### config.mk
export PLATFORM = sky130hd
export DESIGN_NAME = mist_glue_top
export DESIGN_NICKNAME = d
export VERILOG_FILES = /design/src/verilog/mist_glue_pkg.sv /design/src/verilog/reconfig_timer.sv /design/src/verilog/pll_reconfig_seq.sv /design/src/verilog/video_porch_blank.sv /design/src/verilog/loader_mem_arbiter.sv /design/src/verilog/mist_glue_top.sv
export VERILOG_INCLUDE_DIRS = /design/src /design/src/verilog
export SDC_FILE = /design/constraint.sdc
export NUM_CORES = 1
export LEC_CHECK = 0
export BUFFER_PORTS_ARGS = -buffer_cell sky130_fd_sc_hd__buf_2
export CORE_AREA = 2 2 96 98
export DETAILED_ROUTE_END_ITERATION = 8
export DIE_AREA = 0 0 98 100
export HOLD_SLACK_MARGIN = 0.08
export PLACE_DENSITY_LB_ADDON = 0.08
export SETUP_SLACK_MARGIN = 0.2
export SYNTH_ARGS = -nofsm -noshare
export SYNTH_HDL_FRONTEND = slang
export SYNTH_HIERARCHICAL = 1
export SYNTH_SLANG_ARGS = --single-unit
### constraint.sdc
create_clock -name clk_sys -period 2.63 [get_ports clk_sys]
set_input_delay 0.263 -clock clk_sys [delete_from_list [all_inputs] [get_ports clk_sys]]
set_output_delay 0.263 -clock clk_sys [all_outputs]
set_load 0.05 [all_outputs]
### src/verilog/mist_glue_settings.svh
`ifndef MIST_GLUE_SETTINGS_SVH
`define MIST_GLUE_SETTINGS_SVH

// pll reconfiguration watchdog, in clk_sys cycles
`define MIST_RECONFIG_TIMEOUT 1000
`define MIST_TIMER_W 10

// back porch blank length in pixels
`define MIST_PORCH_TV_LEN 255
`define MIST_PORCH_VGA_LEN 63
`define MIST_PORCH_CNT_W 8

// download indices whose data goes to RAM
`define MIST_LOADER_IDX_ROM 1
`define MIST_LOADER_IDX_EXT 2

`endif

### src/verilog/mist_glue_pkg.sv
package mist_glue_pkg;

	// pixel base clock selection from the core
	// 00 and 11 are the TV rates
	typedef enum logic [1:0] {
		PIX_24M     = 2'b00,
		PIX_25M     = 2'b01,
		PIX_36M     = 2'b10,
		PIX_24M_ALT = 2'b11
	} pixbase_t;

	// core colour, 4 bits per channel
	typedef struct packed {
		logic [3:0] r;
		logic [3:0] g;
		logic [3:0] b;
	} rgb4_t;

	// vga colour, 6 bits per channel
	typedef struct packed {
		logic [5:0] r;
		logic [5:0] g;
		logic [5:0] b;
	} rgb6_t;

	typedef struct packed {
		logic hs;
		logic vs;
	} sync_t;

	// one word from the rom loader
	typedef struct packed {
		logic        we;
		logic [3:0]  sel;
		logic [23:0] addr;
		logic [31:0] dat;
	} loader_wr_t;

	// wishbone style ram request, write side only
	typedef struct packed {
		logic        we;
		logic [3:0]  sel;
		logic [25:0] adr;
		logic [31:0] dat;
		logic        stb;
		logic        cyc;
	} mem_req_t;

endpackage

### src/verilog/reconfig_timer.sv
`timescale 1ns/1ps

`include "mist_glue_settings.svh"

module reconfig_timer (
	input  logic clk_sys,
	input  logic rst_n_i,
	input  logic start_i,
	input  logic run_i,
	output logic expire_o
);

	logic [`MIST_TIMER_W-1:0] count;

	// load on start, then count down while the sequencer is running
	always_ff @(posedge clk_sys) begin
		if (!rst_n_i) begin
			count <= '0;
		end else if (start_i) begin
			count <= `MIST_TIMER_W'(`MIST_RECONFIG_TIMEOUT);
		end else if (run_i) begin
			count <= count - 1'b1;
		end
	end

	// last cycle of the allowed window
	assign expire_o = run_i && (count == `MIST_TIMER_W'(1));

endmodule

### src/verilog/pll_reconfig_seq.sv
`timescale 1ns/1ps

module pll_reconfig_seq (
	input  logic                   clk_sys,
	input  logic                   rst_n_i,
	input  mist_glue_pkg::pixbase_t pixbase_sel_i,
	input  logic                   pll_busy_i,
	output logic                   pll_write_from_rom_o,
	output logic                   pll_reconfig_o,
	output logic                   pll_reconfig_reset_o
);

	typedef enum logic [1:0] {
		ST_IDLE   = 2'b00,
		ST_SETTLE = 2'b01,
		ST_WAIT   = 2'b10,
		ST_RUN    = 2'b11
	} state_t;

	state_t                  state;
	mist_glue_pkg::pixbase_t sel_q;
	logic                    timer_start;
	logic                    timer_run;
	logic                    timer_expire;

	// timer armed together with the reconfig strobe
	assign timer_start = (state == ST_WAIT) && !pll_busy_i;
	assign timer_run   = (state == ST_RUN);

	reconfig_timer u_timer (
		.clk_sys  (clk_sys),
		.rst_n_i  (rst_n_i),
		.start_i  (timer_start),
		.run_i    (timer_run),
		.expire_o (timer_expire)
	);

	always_ff @(posedge clk_sys) begin
		if (!rst_n_i) begin
			state                <= ST_IDLE;
			sel_q                <= mist_glue_pkg::PIX_24M;
			pll_write_from_rom_o <= 1'b0;
			pll_reconfig_o       <= 1'b0;
			pll_reconfig_reset_o <= 1'b0;
		end else begin
			// strobes are single cycle
			pll_write_from_rom_o <= 1'b0;
			pll_reconfig_o       <= 1'b0;
			pll_reconfig_reset_o <= 1'b0;
			case (state)
				ST_IDLE: begin
					sel_q <= pixbase_sel_i;
					if (sel_q != pixbase_sel_i) begin
						pll_write_from_rom_o <= 1'b1;
						state                <= ST_SETTLE;
					end
				end
				// give busy a cycle to rise after the rom write request
				ST_SETTLE: state <= ST_WAIT;
				ST_WAIT: begin
					if (!pll_busy_i) begin
						pll_reconfig_o <= 1'b1;
						state          <= ST_RUN;
					end
				end
				ST_RUN: begin
					// block stuck busy, kick it
					if (timer_expire) begin
						pll_reconfig_reset_o <= 1'b1;
					end
					if (timer_expire || (!pll_reconfig_o && !pll_busy_i)) begin
						state <= ST_IDLE;
					end
				end
				default: state <= ST_IDLE;
			endcase
		end
	end

endmodule

### src/verilog/video_porch_blank.sv
`timescale 1ns/1ps

`include "mist_glue_settings.svh"

module video_porch_blank (
	input  logic                    clk_sys,
	input  logic                    rst_n_i,
	input  mist_glue_pkg::pixbase_t pixbase_sel_i,
	input  logic                    ypbpr_i,
	input  mist_glue_pkg::rgb4_t    core_rgb_i,
	input  mist_glue_pkg::sync_t    core_sync_i,
	output mist_glue_pkg::rgb6_t    vga_rgb_o,
	output mist_glue_pkg::sync_t    vga_sync_o
);

	mist_glue_pkg::rgb4_t          rgb_q;
	mist_glue_pkg::sync_t          sync_q;
	logic [`MIST_PORCH_CNT_W-1:0] pix_cnt;
	logic [`MIST_PORCH_CNT_W-1:0] cnt_end;
	logic                          tv_mode;
	logic                          porch_done;
	logic                          composite;

	// 24 MHz rates are the TV modes
	assign tv_mode    = (pixbase_sel_i[0] == pixbase_sel_i[1]);
	assign cnt_end    = tv_mode ? `MIST_PORCH_CNT_W'(`MIST_PORCH_TV_LEN)
	                            : `MIST_PORCH_CNT_W'(`MIST_PORCH_VGA_LEN);
	assign porch_done = (pix_cnt >= cnt_end);
	assign composite  = tv_mode || ypbpr_i;

	always_ff @(posedge clk_sys) begin
		if (!rst_n_i) begin
			sync_q  <= '0;
			pix_cnt <= '0;
			rgb_q   <= '0;
		end else begin
			sync_q <= core_sync_i;
			// count pixels from the rising edge of hs, then hold
			if (!sync_q.hs) begin
				pix_cnt <= '0;
			end else if (!porch_done) begin
				pix_cnt <= pix_cnt + 1'b1;
			end
			// force black over the back porch
			if (porch_done) begin
				rgb_q <= core_rgb_i;
			end else begin
				rgb_q <= '0;
			end
		end
	end

	// widen by repeating the top bits
	assign vga_rgb_o.r = {rgb_q.r, rgb_q.r[3:2]};
	assign vga_rgb_o.g = {rgb_q.g, rgb_q.g[3:2]};
	assign vga_rgb_o.b = {rgb_q.b, rgb_q.b[3:2]};

	// csync on hs, vs held high
	assign vga_sync_o.hs = composite ? ~(sync_q.hs ^ sync_q.vs) : sync_q.hs;
	assign vga_sync_o.vs = composite ? 1'b1 : sync_q.vs;

endmodule

### src/verilog/loader_mem_arbiter.sv
`timescale 1ns/1ps

`include "mist_glue_settings.svh"

module loader_mem_arbiter (
	input  logic                      clk_sys,
	input  logic                      rst_n_i,
	input  logic                      downloading_i,
	input  logic [7:0]                dio_index_i,
	input  mist_glue_pkg::loader_wr_t loader_i,
	input  mist_glue_pkg::mem_req_t   core_req_i,
	output mist_glue_pkg::mem_req_t   ram_req_o,
	input  logic                      ram_ack_i,
	input  logic                      ram_ready_i,
	output logic                      core_ack_o,
	output logic                      core_reset_o
);

	logic loader_active;
	logic loader_active_q;
	logic loader_stb;
	logic rom_ready;

	// only rom and extension images go to ram
	assign loader_active = downloading_i &&
		((dio_index_i == 8'(`MIST_LOADER_IDX_ROM)) ||
		 (dio_index_i == 8'(`MIST_LOADER_IDX_EXT)));

	always_ff @(posedge clk_sys) begin
		if (!rst_n_i) begin
			loader_active_q <= 1'b0;
			loader_stb      <= 1'b0;
			rom_ready       <= 1'b0;
		end else begin
			loader_active_q <= loader_active;
			// download finished, rom image is in place
			if (loader_active_q && !loader_active) begin
				rom_ready <= 1'b1;
			end
			// strobe held until the ram acknowledges
			if (loader_i.we) begin
				loader_stb <= 1'b1;
			end else if (ram_ack_i) begin
				loader_stb <= 1'b0;
			end
		end
	end

	always_comb begin
		if (loader_active) begin
			ram_req_o.we  = 1'b1;
			ram_req_o.sel = loader_i.sel;
			ram_req_o.adr = {2'b00, loader_i.addr[23:2], 2'b00};
			ram_req_o.dat = loader_i.dat;
			ram_req_o.stb = loader_stb;
			ram_req_o.cyc = loader_stb;
			// core sees no ack while the loader owns the bus
			core_ack_o    = 1'b0;
		end else begin
			ram_req_o     = core_req_i;
			// word aligned, 16 MB window
			ram_req_o.adr = {2'b00, core_req_i.adr[23:2], 2'b00};
			core_ack_o    = ram_ack_i;
		end
	end

	// hold the core until memory and rom are both ready
	assign core_reset_o = !ram_ready_i || !rom_ready;

endmodule

### src/verilog/mist_glue_top.sv
`timescale 1ns/1ps

module mist_glue_top (
	input  logic                      clk_sys,
	input  logic                      rst_n_i,

	// pll reconfiguration
	input  mist_glue_pkg::pixbase_t   pixbase_sel_i,
	input  logic                      pll_busy_i,
	output logic                      pll_write_from_rom_o,
	output logic                      pll_reconfig_o,
	output logic                      pll_reconfig_reset_o,

	// video
	input  mist_glue_pkg::rgb4_t      core_rgb_i,
	input  mist_glue_pkg::sync_t      core_sync_i,
	input  logic                      ypbpr_i,
	output mist_glue_pkg::rgb6_t      vga_rgb_o,
	output mist_glue_pkg::sync_t      vga_sync_o,

	// rom loader
	input  logic                      downloading_i,
	input  logic [7:0]                dio_index_i,
	input  mist_glue_pkg::loader_wr_t loader_i,

	// ram bus
	input  mist_glue_pkg::mem_req_t   core_req_i,
	output mist_glue_pkg::mem_req_t   ram_req_o,
	input  logic                      ram_ack_i,
	input  logic                      ram_ready_i,
	output logic                      core_ack_o,
	output logic                      core_reset_o
);

	// steps the external reconfig block on a clock change
	pll_reconfig_seq u_pll_seq (
		.clk_sys              (clk_sys),
		.rst_n_i              (rst_n_i),
		.pixbase_sel_i        (pixbase_sel_i),
		.pll_busy_i           (pll_busy_i),
		.pll_write_from_rom_o (pll_write_from_rom_o),
		.pll_reconfig_o       (pll_reconfig_o),
		.pll_reconfig_reset_o (pll_reconfig_reset_o)
	);

	// porch blanking and sync selection
	video_porch_blank u_video (
		.clk_sys       (clk_sys),
		.rst_n_i       (rst_n_i),
		.pixbase_sel_i (pixbase_sel_i),
		.ypbpr_i       (ypbpr_i),
		.core_rgb_i    (core_rgb_i),
		.core_sync_i   (core_sync_i),
		.vga_rgb_o     (vga_rgb_o),
		.vga_sync_o    (vga_sync_o)
	);

	// loader takes over the ram during downloads
	loader_mem_arbiter u_arbiter (
		.clk_sys       (clk_sys),
		.rst_n_i       (rst_n_i),
		.downloading_i (downloading_i),
		.dio_index_i   (dio_index_i),
		.loader_i      (loader_i),
		.core_req_i    (core_req_i),
		.ram_req_o     (ram_req_o),
		.ram_ack_i     (ram_ack_i),
		.ram_ready_i   (ram_ready_i),
		.core_ack_o    (core_ack_o),
		.core_reset_o  (core_reset_o)
	);

endmodule

==> summary.md, run 1 <==
| Metric | Value |
|---|---|
| Run status | `completed` |
| Post-synthesis instance area | `0.002686 sq mm` |
| Area inside the core boundary | `0.008890 sq mm` |
| Worst reg2reg startpoint | `u_pll_seq/state[1]` |
| Number of levels the H-tree was split into | `2` |
| Netlist cell types | `52` |
| Pin count of the biggest net entering global routing | `36` |
| Arrival @ worst endpoint | `about 2.2 ns` |
| Fmax | `0.4972 GHz` |
| Number of nets in the final layout | `659` |
| Post-CTS sizing | `0` |
| Final-report hold violation count | `0` |
| Leakage power summed over all cells | `2.097 nW` |
| Total Routed Length | `between 9000 and 10000 um` |
| Area grow syn2layout | `49.05%` |
| Wire length of the first global-routing pass | `14100 um` |
| Power density over the cells | `518.3 mW/mm^2` |
| Worst Clk Skew | `0.003361 ns` |
| Async SR Flop Fraction | `0%` |
| Worst Path Max Fanout | `4` |
| Die height | `100 um` |
| Number of warnings printed during yosys synthesis | `6` |
| Count of nets left with antenna violations after detail routing | `0` |
| Clock buffers created by TritonCTS | `5` |
| Final setup fails | `0` |
| Buffers inserted during post-CTS setup optimization | `0` |
| Primary flip-flop cell chosen by synthesis mapping | `sky130_fd_sc_hd__dfxtp_1` |
| Cell at the root of the clock tree | `sky130_fd_sc_hd__clkbuf_8` |
| Utilization after layout | `45.04%` |
| Type of the setup path with the least slack | `reg2reg` |
| Start point of the worst hold path | `loader_i[60]` |
| Number of instances in the synthesized netlist | `approximately 260` |
| Via count | `2750` |
| Routability-driven placement congestion ratio | `0.8663` |
| Total count of max-transition violations in the final report | `0` |
| Count of routing violations after the opening detailed-route iteration | `87` |
| Total global routing track utilization | `18.41%` |
| Share of cells above drive strength 1 | `64.65%` |
| Number of placed instances, taps included | `598` |
| Total power | `between 0.002 and 0.0025 W` |
| Worst slew pin tran | `around 0.64 ns` |
| Number of flip-flops and latches in the synthesized netlist | `42` |
| Average wire per standard cell | `15.56 um` |
| Number of top-level pins | `247` |
| Clock Tree Buf Depth | `2` |
| Number of hold-repair buffers added at the cts stage | `0` |
| Std cell rows | `35` |
| Count of maximum capacitance violations | `0` |
| HPWL after detailed placement | `8007 um` |
| Setup TNS | `0 ns` |
| Worst setup path startpoint | `u_pll_seq/state[1]` |
| Horizontal extent of the die | `between 90 and 100 um` |
| Worst hold slack | `0.1680 ns` |
| Effective utilization at floorplan | `about 30%` |
| CTS tree | `built` |
| Reg clk slew, reported paths | `0.08 ns` |
| Worst hold path type | `in2reg` |
| Count of input and output buffers | `between 200 and 250` |
| Endpoint type of the worst setup path | `register` |
| Non-Filler Instances | `607` |
| Avg Vias per Cell | `4.530` |
| Filler cells | `approximately 950` |
| Clock sink total | `42` |
| Number of detailed-route iterations in the first pass | `4` |
| Relative max-transition margin | `57.48%` |
| Post-route DRC violation count | `0` |
| Number of enable flip-flop cells after synthesis | `0` |
| Share of synthesized area occupied by flip-flops and latches | `between 30% and 40%` |
| Worst-Skew Late Latency | `0.29 ns` |
| Startpoint type of the worst setup path | `register` |
| Total die area | `around 0.0098 sq mm` |
| Grt total ovfl | `0` |
| Vias in the first global route | `2624` |
| RSZ-0062 raised after global routing | `no` |
| Number of antenna violations at the first check in global routing | `2` |
| Required time reported for the critical path endpoint | `2.81 ns` |
| Average size of a mapped cell | `roughly 10 sq um` |
| Clock period minus final worst setup slack | `2.011 ns` |
| Fin crit share | `76.48%` |
| Worst vdd rail ir drop | `~0.00018 V` |
## synth_stat cells, types with 2 or more instances
| cell type | number | area, sq um |
|---|---|---|
| sky130_fd_sc_hd__nand2_1 | 11 | 41.29 |
| sky130_fd_sc_hd__o21a_1 | 2 | 15.01 |
| sky130_fd_sc_hd__xnor2_1 | 5 | 43.79 |
| sky130_fd_sc_hd__o31a_1 | 6 | 52.55 |
| sky130_fd_sc_hd__buf_4 | 10 | 75.07 |
| sky130_fd_sc_hd__inv_1 | 9 | 33.78 |
| sky130_fd_sc_hd__xor2_1 | 7 | 61.31 |
| sky130_fd_sc_hd__a21oi_1 | 7 | 35.03 |
| sky130_fd_sc_hd__and3_1 | 15 | 93.84 |
| sky130_fd_sc_hd__nand2b_1 | 3 | 18.77 |
| sky130_fd_sc_hd__ha_1 | 8 | 100.1 |
| sky130_fd_sc_hd__mux2i_1 | 4 | 40.04 |
| sky130_fd_sc_hd__clkbuf_1 | 2 | 7.510 |
| sky130_fd_sc_hd__dfxtp_1 | 42 | 840.8 |
| sky130_fd_sc_hd__buf_6 | 6 | 67.56 |
| sky130_fd_sc_hd__mux2_2 | 60 | 675.7 |
| sky130_fd_sc_hd__nor2b_1 | 3 | 18.77 |
| sky130_fd_sc_hd__or4_1 | 3 | 22.52 |
| sky130_fd_sc_hd__o31ai_1 | 3 | 22.52 |
| sky130_fd_sc_hd__nor2_1 | 14 | 52.55 |
| sky130_fd_sc_hd__nor3_1 | 3 | 15.01 |
| sky130_fd_sc_hd__and2_1 | 5 | 31.28 |
| sky130_fd_sc_hd__nor4_1 | 5 | 31.28 |
| sky130_fd_sc_hd__nand3_2 | 2 | 20.02 |
| sky130_fd_sc_hd__o21ai_0 | 2 | 10.01 |
## final timing paths
check                    endpoint  slack, ns  cells past startpoint
max            u_pll_seq/state[0]       0.62                      7
min          u_arbiter/loader_stb       0.17                      3
max reg2reg    u_pll_seq/state[0]       0.62                      7
min reg2reg   u_arbiter/rom_ready       0.48                      1
## routing by layer
| layer | GRT usage [%] | routed length (um) | share of wire, % |
|---|---|---|---|
| met1 | 23.20 | 4004 | 42 |
| met2 | 29.93 | 4447 | 47 |
| met3 | 7.173 | 887 | 9.4 |
| met4 | 4.167 | 80 | 0.85 |
| met5 | 0 | 26 | 0.28 |
## through the flow
step                      worst slack, ns  cell area (sq um)
after detailed placement           0.4571               3891
after global placement             0.4486               3891
after global routing               0.4487               4001
after floorplan                    0.6106               2698
after CTS                          0.6110               4001
final                              0.6186               4004
## logic make-up (layout without fill, tap and decap cells)
family	Yosys count	in the layout	synth area share, %
simple gates	78	78	18.31
fa+ha+maj	8	8	3.726
xor+xnor	12	12	3.912
flops	42	42	31.30
compound gates	29	29	8.617
mux	64	64	26.64
other cells	1	5	0.1396
buf+inv	30	258	7.358
## power by group
part	total [W]	switching (W)	internal [W]
combinational	0.000813	0.000493	0.000320
clock	0.000483	0.000218	0.000265
sequential	0.000779	0.0000666	0.000713
total	0.00208	0.000777	0.00130
## worst max-delay path: stages (launching register included)
cell and delay (ns):
sky130_fd_sc_hd__dfxtp_1 0.38, sky130_fd_sc_hd__ha_1 0.22, sky130_fd_sc_hd__or4b_1 0.47, sky130_fd_sc_hd__nor4_1 0.33, sky130_fd_sc_hd__nor2b_2 0.12, sky130_fd_sc_hd__o21a_1 0.13, sky130_fd_sc_hd__o31ai_1 0.20, sky130_fd_sc_hd__a21oi_1 0.06
## registers in the layout, summed over array words and instances, names as in the netlist
| name | flops |
|---|---|
| u_video/vga_rgb_o | 12 |
| u_pll_seq/u_timer/count | 10 |
| u_video/pix_cnt | 8 |
| u_pll_seq/sel_q | 2 |
| u_pll_seq/state | 2 |
| u_video/sync_q | 2 |
| u_arbiter/loader_active_q | 1 |
| u_arbiter/loader_stb | 1 |
| u_arbiter/rom_ready | 1 |
| u_pll_seq/pll_reconfig_o | 1 |
| u_pll_seq/pll_reconfig_reset_o | 1 |
| u_pll_seq/pll_write_from_rom_o | 1 |
## cell type report
| class | count | area (sq um) | area share, % |
|---|---|---|---|
| Multi-Input combinational cell | 195 | 1659 | 41.44 |
| Timing Repair Buffer | 241 | 1219 | 30.44 |
| Sequential cell | 42 | 840.8 | 21.00 |
| Tap cell | 111 | 138.9 | 3.469 |
| Clock buffer | 8 | 110.1 | 2.750 |
| Inverter | 9 | 33.78 | 0.8438 |
| Antenna cell | 1 | 2.502 | 0.06250 |
## placed cells by master (no fill, tap or decap), types with 2 or more instances in the layout
master                     instances
sky130_fd_sc_hd__buf_2           236
sky130_fd_sc_hd__mux2_2           60
sky130_fd_sc_hd__dfxtp_1          42
sky130_fd_sc_hd__and3_1           15
sky130_fd_sc_hd__nor2_1           14
sky130_fd_sc_hd__nand2_1          11
sky130_fd_sc_hd__inv_1             9
sky130_fd_sc_hd__clkbuf_8          8
sky130_fd_sc_hd__ha_1              8
sky130_fd_sc_hd__xor2_1            7
sky130_fd_sc_hd__a21oi_1           7
sky130_fd_sc_hd__o31a_1            6
sky130_fd_sc_hd__and2_1            5
sky130_fd_sc_hd__buf_4             5
sky130_fd_sc_hd__xnor2_1           5
sky130_fd_sc_hd__nor4_1            5
sky130_fd_sc_hd__conb_1            4
sky130_fd_sc_hd__mux2i_1           4
sky130_fd_sc_hd__nor3_1            3
sky130_fd_sc_hd__nand2b_1          3
sky130_fd_sc_hd__nor2b_1           3
sky130_fd_sc_hd__o31ai_1           3
sky130_fd_sc_hd__or4_1             3
sky130_fd_sc_hd__nand3_2           2
sky130_fd_sc_hd__o21a_1            2
sky130_fd_sc_hd__o21ai_0           2
Note: power is estimated with default switching activity, not from simulation.
==> inputs of run 2 (changes only) <==
--- a/config.mk
+++ b/config.mk
@@ -6,10 +6,10 @@
 export SDC_FILE = /design/constraint.sdc
 export NUM_CORES = 1
 export LEC_CHECK = 0
+export ABC_AREA = 1
 export BUFFER_PORTS_ARGS = -buffer_cell sky130_fd_sc_hd__buf_2
-export CORE_AREA = 2 2 96 98
+export CORE_UTILIZATION = 35
 export DETAILED_ROUTE_END_ITERATION = 8
-export DIE_AREA = 0 0 98 100
 export HOLD_SLACK_MARGIN = 0.08
 export PLACE_DENSITY_LB_ADDON = 0.08
 export SETUP_SLACK_MARGIN = 0.2
==> constraint.sdc (replaced) <==
create_clock -name clk_sys -period 1.73 [get_ports clk_sys]
set_input_delay 0.173 -clock clk_sys [delete_from_list [all_inputs] [get_ports clk_sys]]
set_output_delay 0.173 -clock clk_sys [all_outputs]
set_load 0.05 [all_outputs]
==> run 2 against run 1 <==
Utilization grew 10 points. Clock power grew 33%. Die area shrank 7.8%. Sequential power grew 49%. Cell count grew 37%.
==> summary.md, run 2 <==
| Metric | Value |
|---|---|
| Filler cells | `875` |
| Number of instances in the synthesized netlist | `just under 500` |
| Number of stages on the worst hold path | `2` |
| Clock period minus final worst setup slack | `1.464 ns` |
| Grt total ovfl | `0` |
| Number of cells on the worst reg-to-reg path | `7` |
| Post-synthesis instance area | `0.003030 sq mm` |
| WP depth | `10` |
| Effective utilization at floorplan | `36.51%` |
| Die height | `between 90 and 100 um` |
| Wire length of the first global-routing pass | `15010 um` |
| Worst hold path type | `in2reg` |
| Max incr delay on CP | `0.26 ns` |
| Library cell with the largest summed area after synthesis | `sky130_fd_sc_hd__nand2_1` |
| Type of the setup path with the least slack | `in2out` |
| Antenna fix cells | `0` |
| Total power | `0.003312 W` |
| Total count of max-transition violations in the final report | `0` |
| Total global routing track utilization | `between 20% and 30%` |
| Critical Path Most Common Cell | `sky130_fd_sc_hd__nand2_1` |
| Number of nets in the final layout | `890` |
| Final-report hold violation count | `0` |
| Most common cell in the netlist | `sky130_fd_sc_hd__nand2_1` |
| Worst-Skew Late Latency | `around 0.30 ns` |
| HPWL after detailed placement | `8573 um` |
| Avg Vias per Cell | `approximately 4.4` |
| Required time reported for the critical path endpoint | `1.56 ns` |
| Worst hold slack | `0.09455 ns` |
| Count of nets left with antenna violations after detail routing | `0` |
| Worst Path Max Fanout | `24` |
| Number of levels the H-tree was split into | `2` |
| Fmax | `~0.68 GHz` |
| Ordered list of cells on the worst path | `buf_2 -> inv_1 -> nand2_1 -> nor2_2 -> nand3_4 -> inv_4 -> buf_12 -> nand2_1 -> nand2_1 -> buf_2` |
| Post-route DRC violation count | `0` |
| Horizontal extent of the die | `95.05 um` |
| Std cell rows | `33` |
| Clock Tree Buf Depth | `2` |
| Number of detailed-route iterations in the first pass | `4` |
| Final setup fails | `0` |
| Number of top-level pins | `~250` |
| Area grow syn2layout | `51.20%` |
| Count of input and output buffers | `236` |
| Setup slack after layout | `0.2662 ns` |
| Worst Clk Skew | `0.01184 ns` |
| Startpoint type of the worst setup path | `input pin` |
| Worst vdd rail ir drop | `between 0.0004 and 0.0005 V` |
| Async SR Flop Fraction | `0%` |
| Number of flip-flops and latches in the synthesized netlist | `between 40 and 50` |
| Arrival @ worst endpoint | `between 1 and 1.5 ns` |
| Vias in the first global route | `3139` |
| Commonest non-fill, non-tap cells in the layout | `sky130_fd_sc_hd__nand2_1, sky130_fd_sc_hd__buf_2, sky130_fd_sc_hd__inv_1` |
| Area of combinational cells with multiple inputs | `between 0.0015 and 0.002 sq mm` |
| Most frequent cells after synthesis | `sky130_fd_sc_hd__nand2_1, sky130_fd_sc_hd__inv_1, sky130_fd_sc_hd__dfxtp_1, sky130_fd_sc_hd__nor2_1` |
| Via count | `3647` |
| Main area contributors after synthesis | `sky130_fd_sc_hd__nand2_1, sky130_fd_sc_hd__dfxtp_1, sky130_fd_sc_hd__inv_1, sky130_fd_sc_hd__nor2_1, sky130_fd_sc_hd__buf_6` |
| Footprint of the flip-flops and latches | `842.1 sq um` |
| Reg clk slew, reported paths | `0.08 ns` |
| Share of cells above drive strength 1 | `40.50%` |
| Primary flip-flop cell chosen by synthesis mapping | `sky130_fd_sc_hd__dfxtp_1` |
| Area inside the core boundary | `between 0.008 and 0.009 sq mm` |
| Power density over the cells | `722.8 mW/mm^2` |
| Endpoint type of the worst setup path | `output pin` |
| Cell at the root of the clock tree | `sky130_fd_sc_hd__clkbuf_8` |
| Fin crit share | `between 80% and 90%` |
| Run status | `completed` |
| Slowest cell on the critical path | `sky130_fd_sc_hd__buf_2` |
| CTS tree | `built` |
| Most frequent standard cell in the layout excluding fill and tap cells | `sky130_fd_sc_hd__nand2_1` |
| Crit path max-delay family | `buffers and inverters` |
| Clock sink total | `42` |
| Number of buffer and inverter stages on the critical path | `5` |
| Average size of a mapped cell | `6.159 sq um` |
| Share of synthesized area occupied by flip-flops and latches | `27.75%` |
| Clock buffers created by TritonCTS | `5` |
| Number of warnings printed during yosys synthesis | `6` |
| Worst setup timing slack at the placement stage | `-0.003364 ns` |
| Flip-flop count of the largest register, all copies and words added | `12` |
| Average wire per standard cell | `about 13 um` |
| Leakage power summed over all cells | `2.706 nW` |
| Pin count of the biggest net entering global routing | `44` |
| Routability-driven placement congestion ratio | `slightly above 0.8` |
| Total Routed Length | `10420 um` |
| Netlist cell types | `28` |
| Count of routing violations after the opening detailed-route iteration | `117` |
| Count of maximum capacitance violations | `0` |
| Area share of the largest cell type after synthesis | `28.86%` |
| Total die area | `between 0.009 and 0.01 sq mm` |
| Number of enable flip-flop cells after synthesis | `0` |
| RSZ-0062 raised after global routing | `yes` |
| Number of antenna violations at the first check in global routing | `0` |
[run 2: worst paths after layout]
kind                                   end  slack [ns]                       from
setup / recovery             ram_req_o[51]        0.27             dio_index_i[4]
hold / removal    u_pll_seq/pll_reconfig_o        0.09                 pll_busy_i
setup reg to reg     u_video/vga_rgb_o[12]        0.31         u_video/pix_cnt[7]
hold reg to reg        u_arbiter/rom_ready        0.44  u_arbiter/loader_active_q
[run 2: cell families (layout without fill, tap and decap cells)]
family | Yosys count | in the layout | share of synthesized area (%)
fa+ha+maj | 8 | 8 | 3.303
flops | 42 | 42 | 27.75
xor+xnor | 4 | 4 | 1.404
buf+inv | 90 | 321 | 16.27
other cells | 1 | 4 | 0.1237
compound gates | 24 | 24 | 4.377
simple gates | 323 | 323 | 46.78
[run 2: timing repair]
item                                    CTS  global route
endpoints found under the hold margin     4             0
setup buffers                             0             0
gates resized for setup                   2            62
hold buffers                              4             0
pin swaps                                 0             1
gates cloned                              0             1
endpoints found under the setup margin    2            66
[run 2: power by group]
part	internal, W	switching, W	total [W]
combinational	0.000534	0.000971	0.00151
sequential	0.00108	0.0000804	0.00116
clock	0.000284	0.000359	0.000643
total	0.00190	0.00141	0.00331
[run 2: cell type report]
cell class,count,share of cell area (%)
multi-input cells,363,38.01
well taps,105,2.867
clock inverters,3,0.4642
flip-flops and latches,42,18.38
clock buffers,5,1.502
repair buffers,248,33.40
inverters,65,5.380
[run 2: worst register-to-register path, stage by stage, from the launching register on]
cell	delay [ns]
sky130_fd_sc_hd__dfxtp_1	0.34
sky130_fd_sc_hd__ha_1	0.30
sky130_fd_sc_hd__nand2_1	0.12
sky130_fd_sc_hd__nor2_4	0.14
sky130_fd_sc_hd__nand2_4	0.10
sky130_fd_sc_hd__nand2_4	0.11
sky130_fd_sc_hd__nand2_8	0.13
sky130_fd_sc_hd__nor2_1	0.13
[run 2: through the flow]
step | std cells | utilization, % | instance area [sq um] | TNS (ns)
after CTS | 830 | 53.26 | 4420 | 0
after global placement | 818 | 51.64 | 4285 | 0
final | 831 | 55.21 | 4582 | 0
after floorplan | 495 | - | 3042 | 0
after detailed placement | 818 | 51.64 | 4285 | -0.003364
after global routing | 831 | 55.21 | 4582 | 0
[run 2: per-layer routing]
layer,part of all wire [%],wire length (um),GRT usage (%),up-vias
met5,0,0,0,-
li1,-,-,-,1907
met1,41,4312,26.91,1592
met3,8.6,892,4.944,11
met2,49,5064,39.63,137
met4,1.5,154,5.556,0
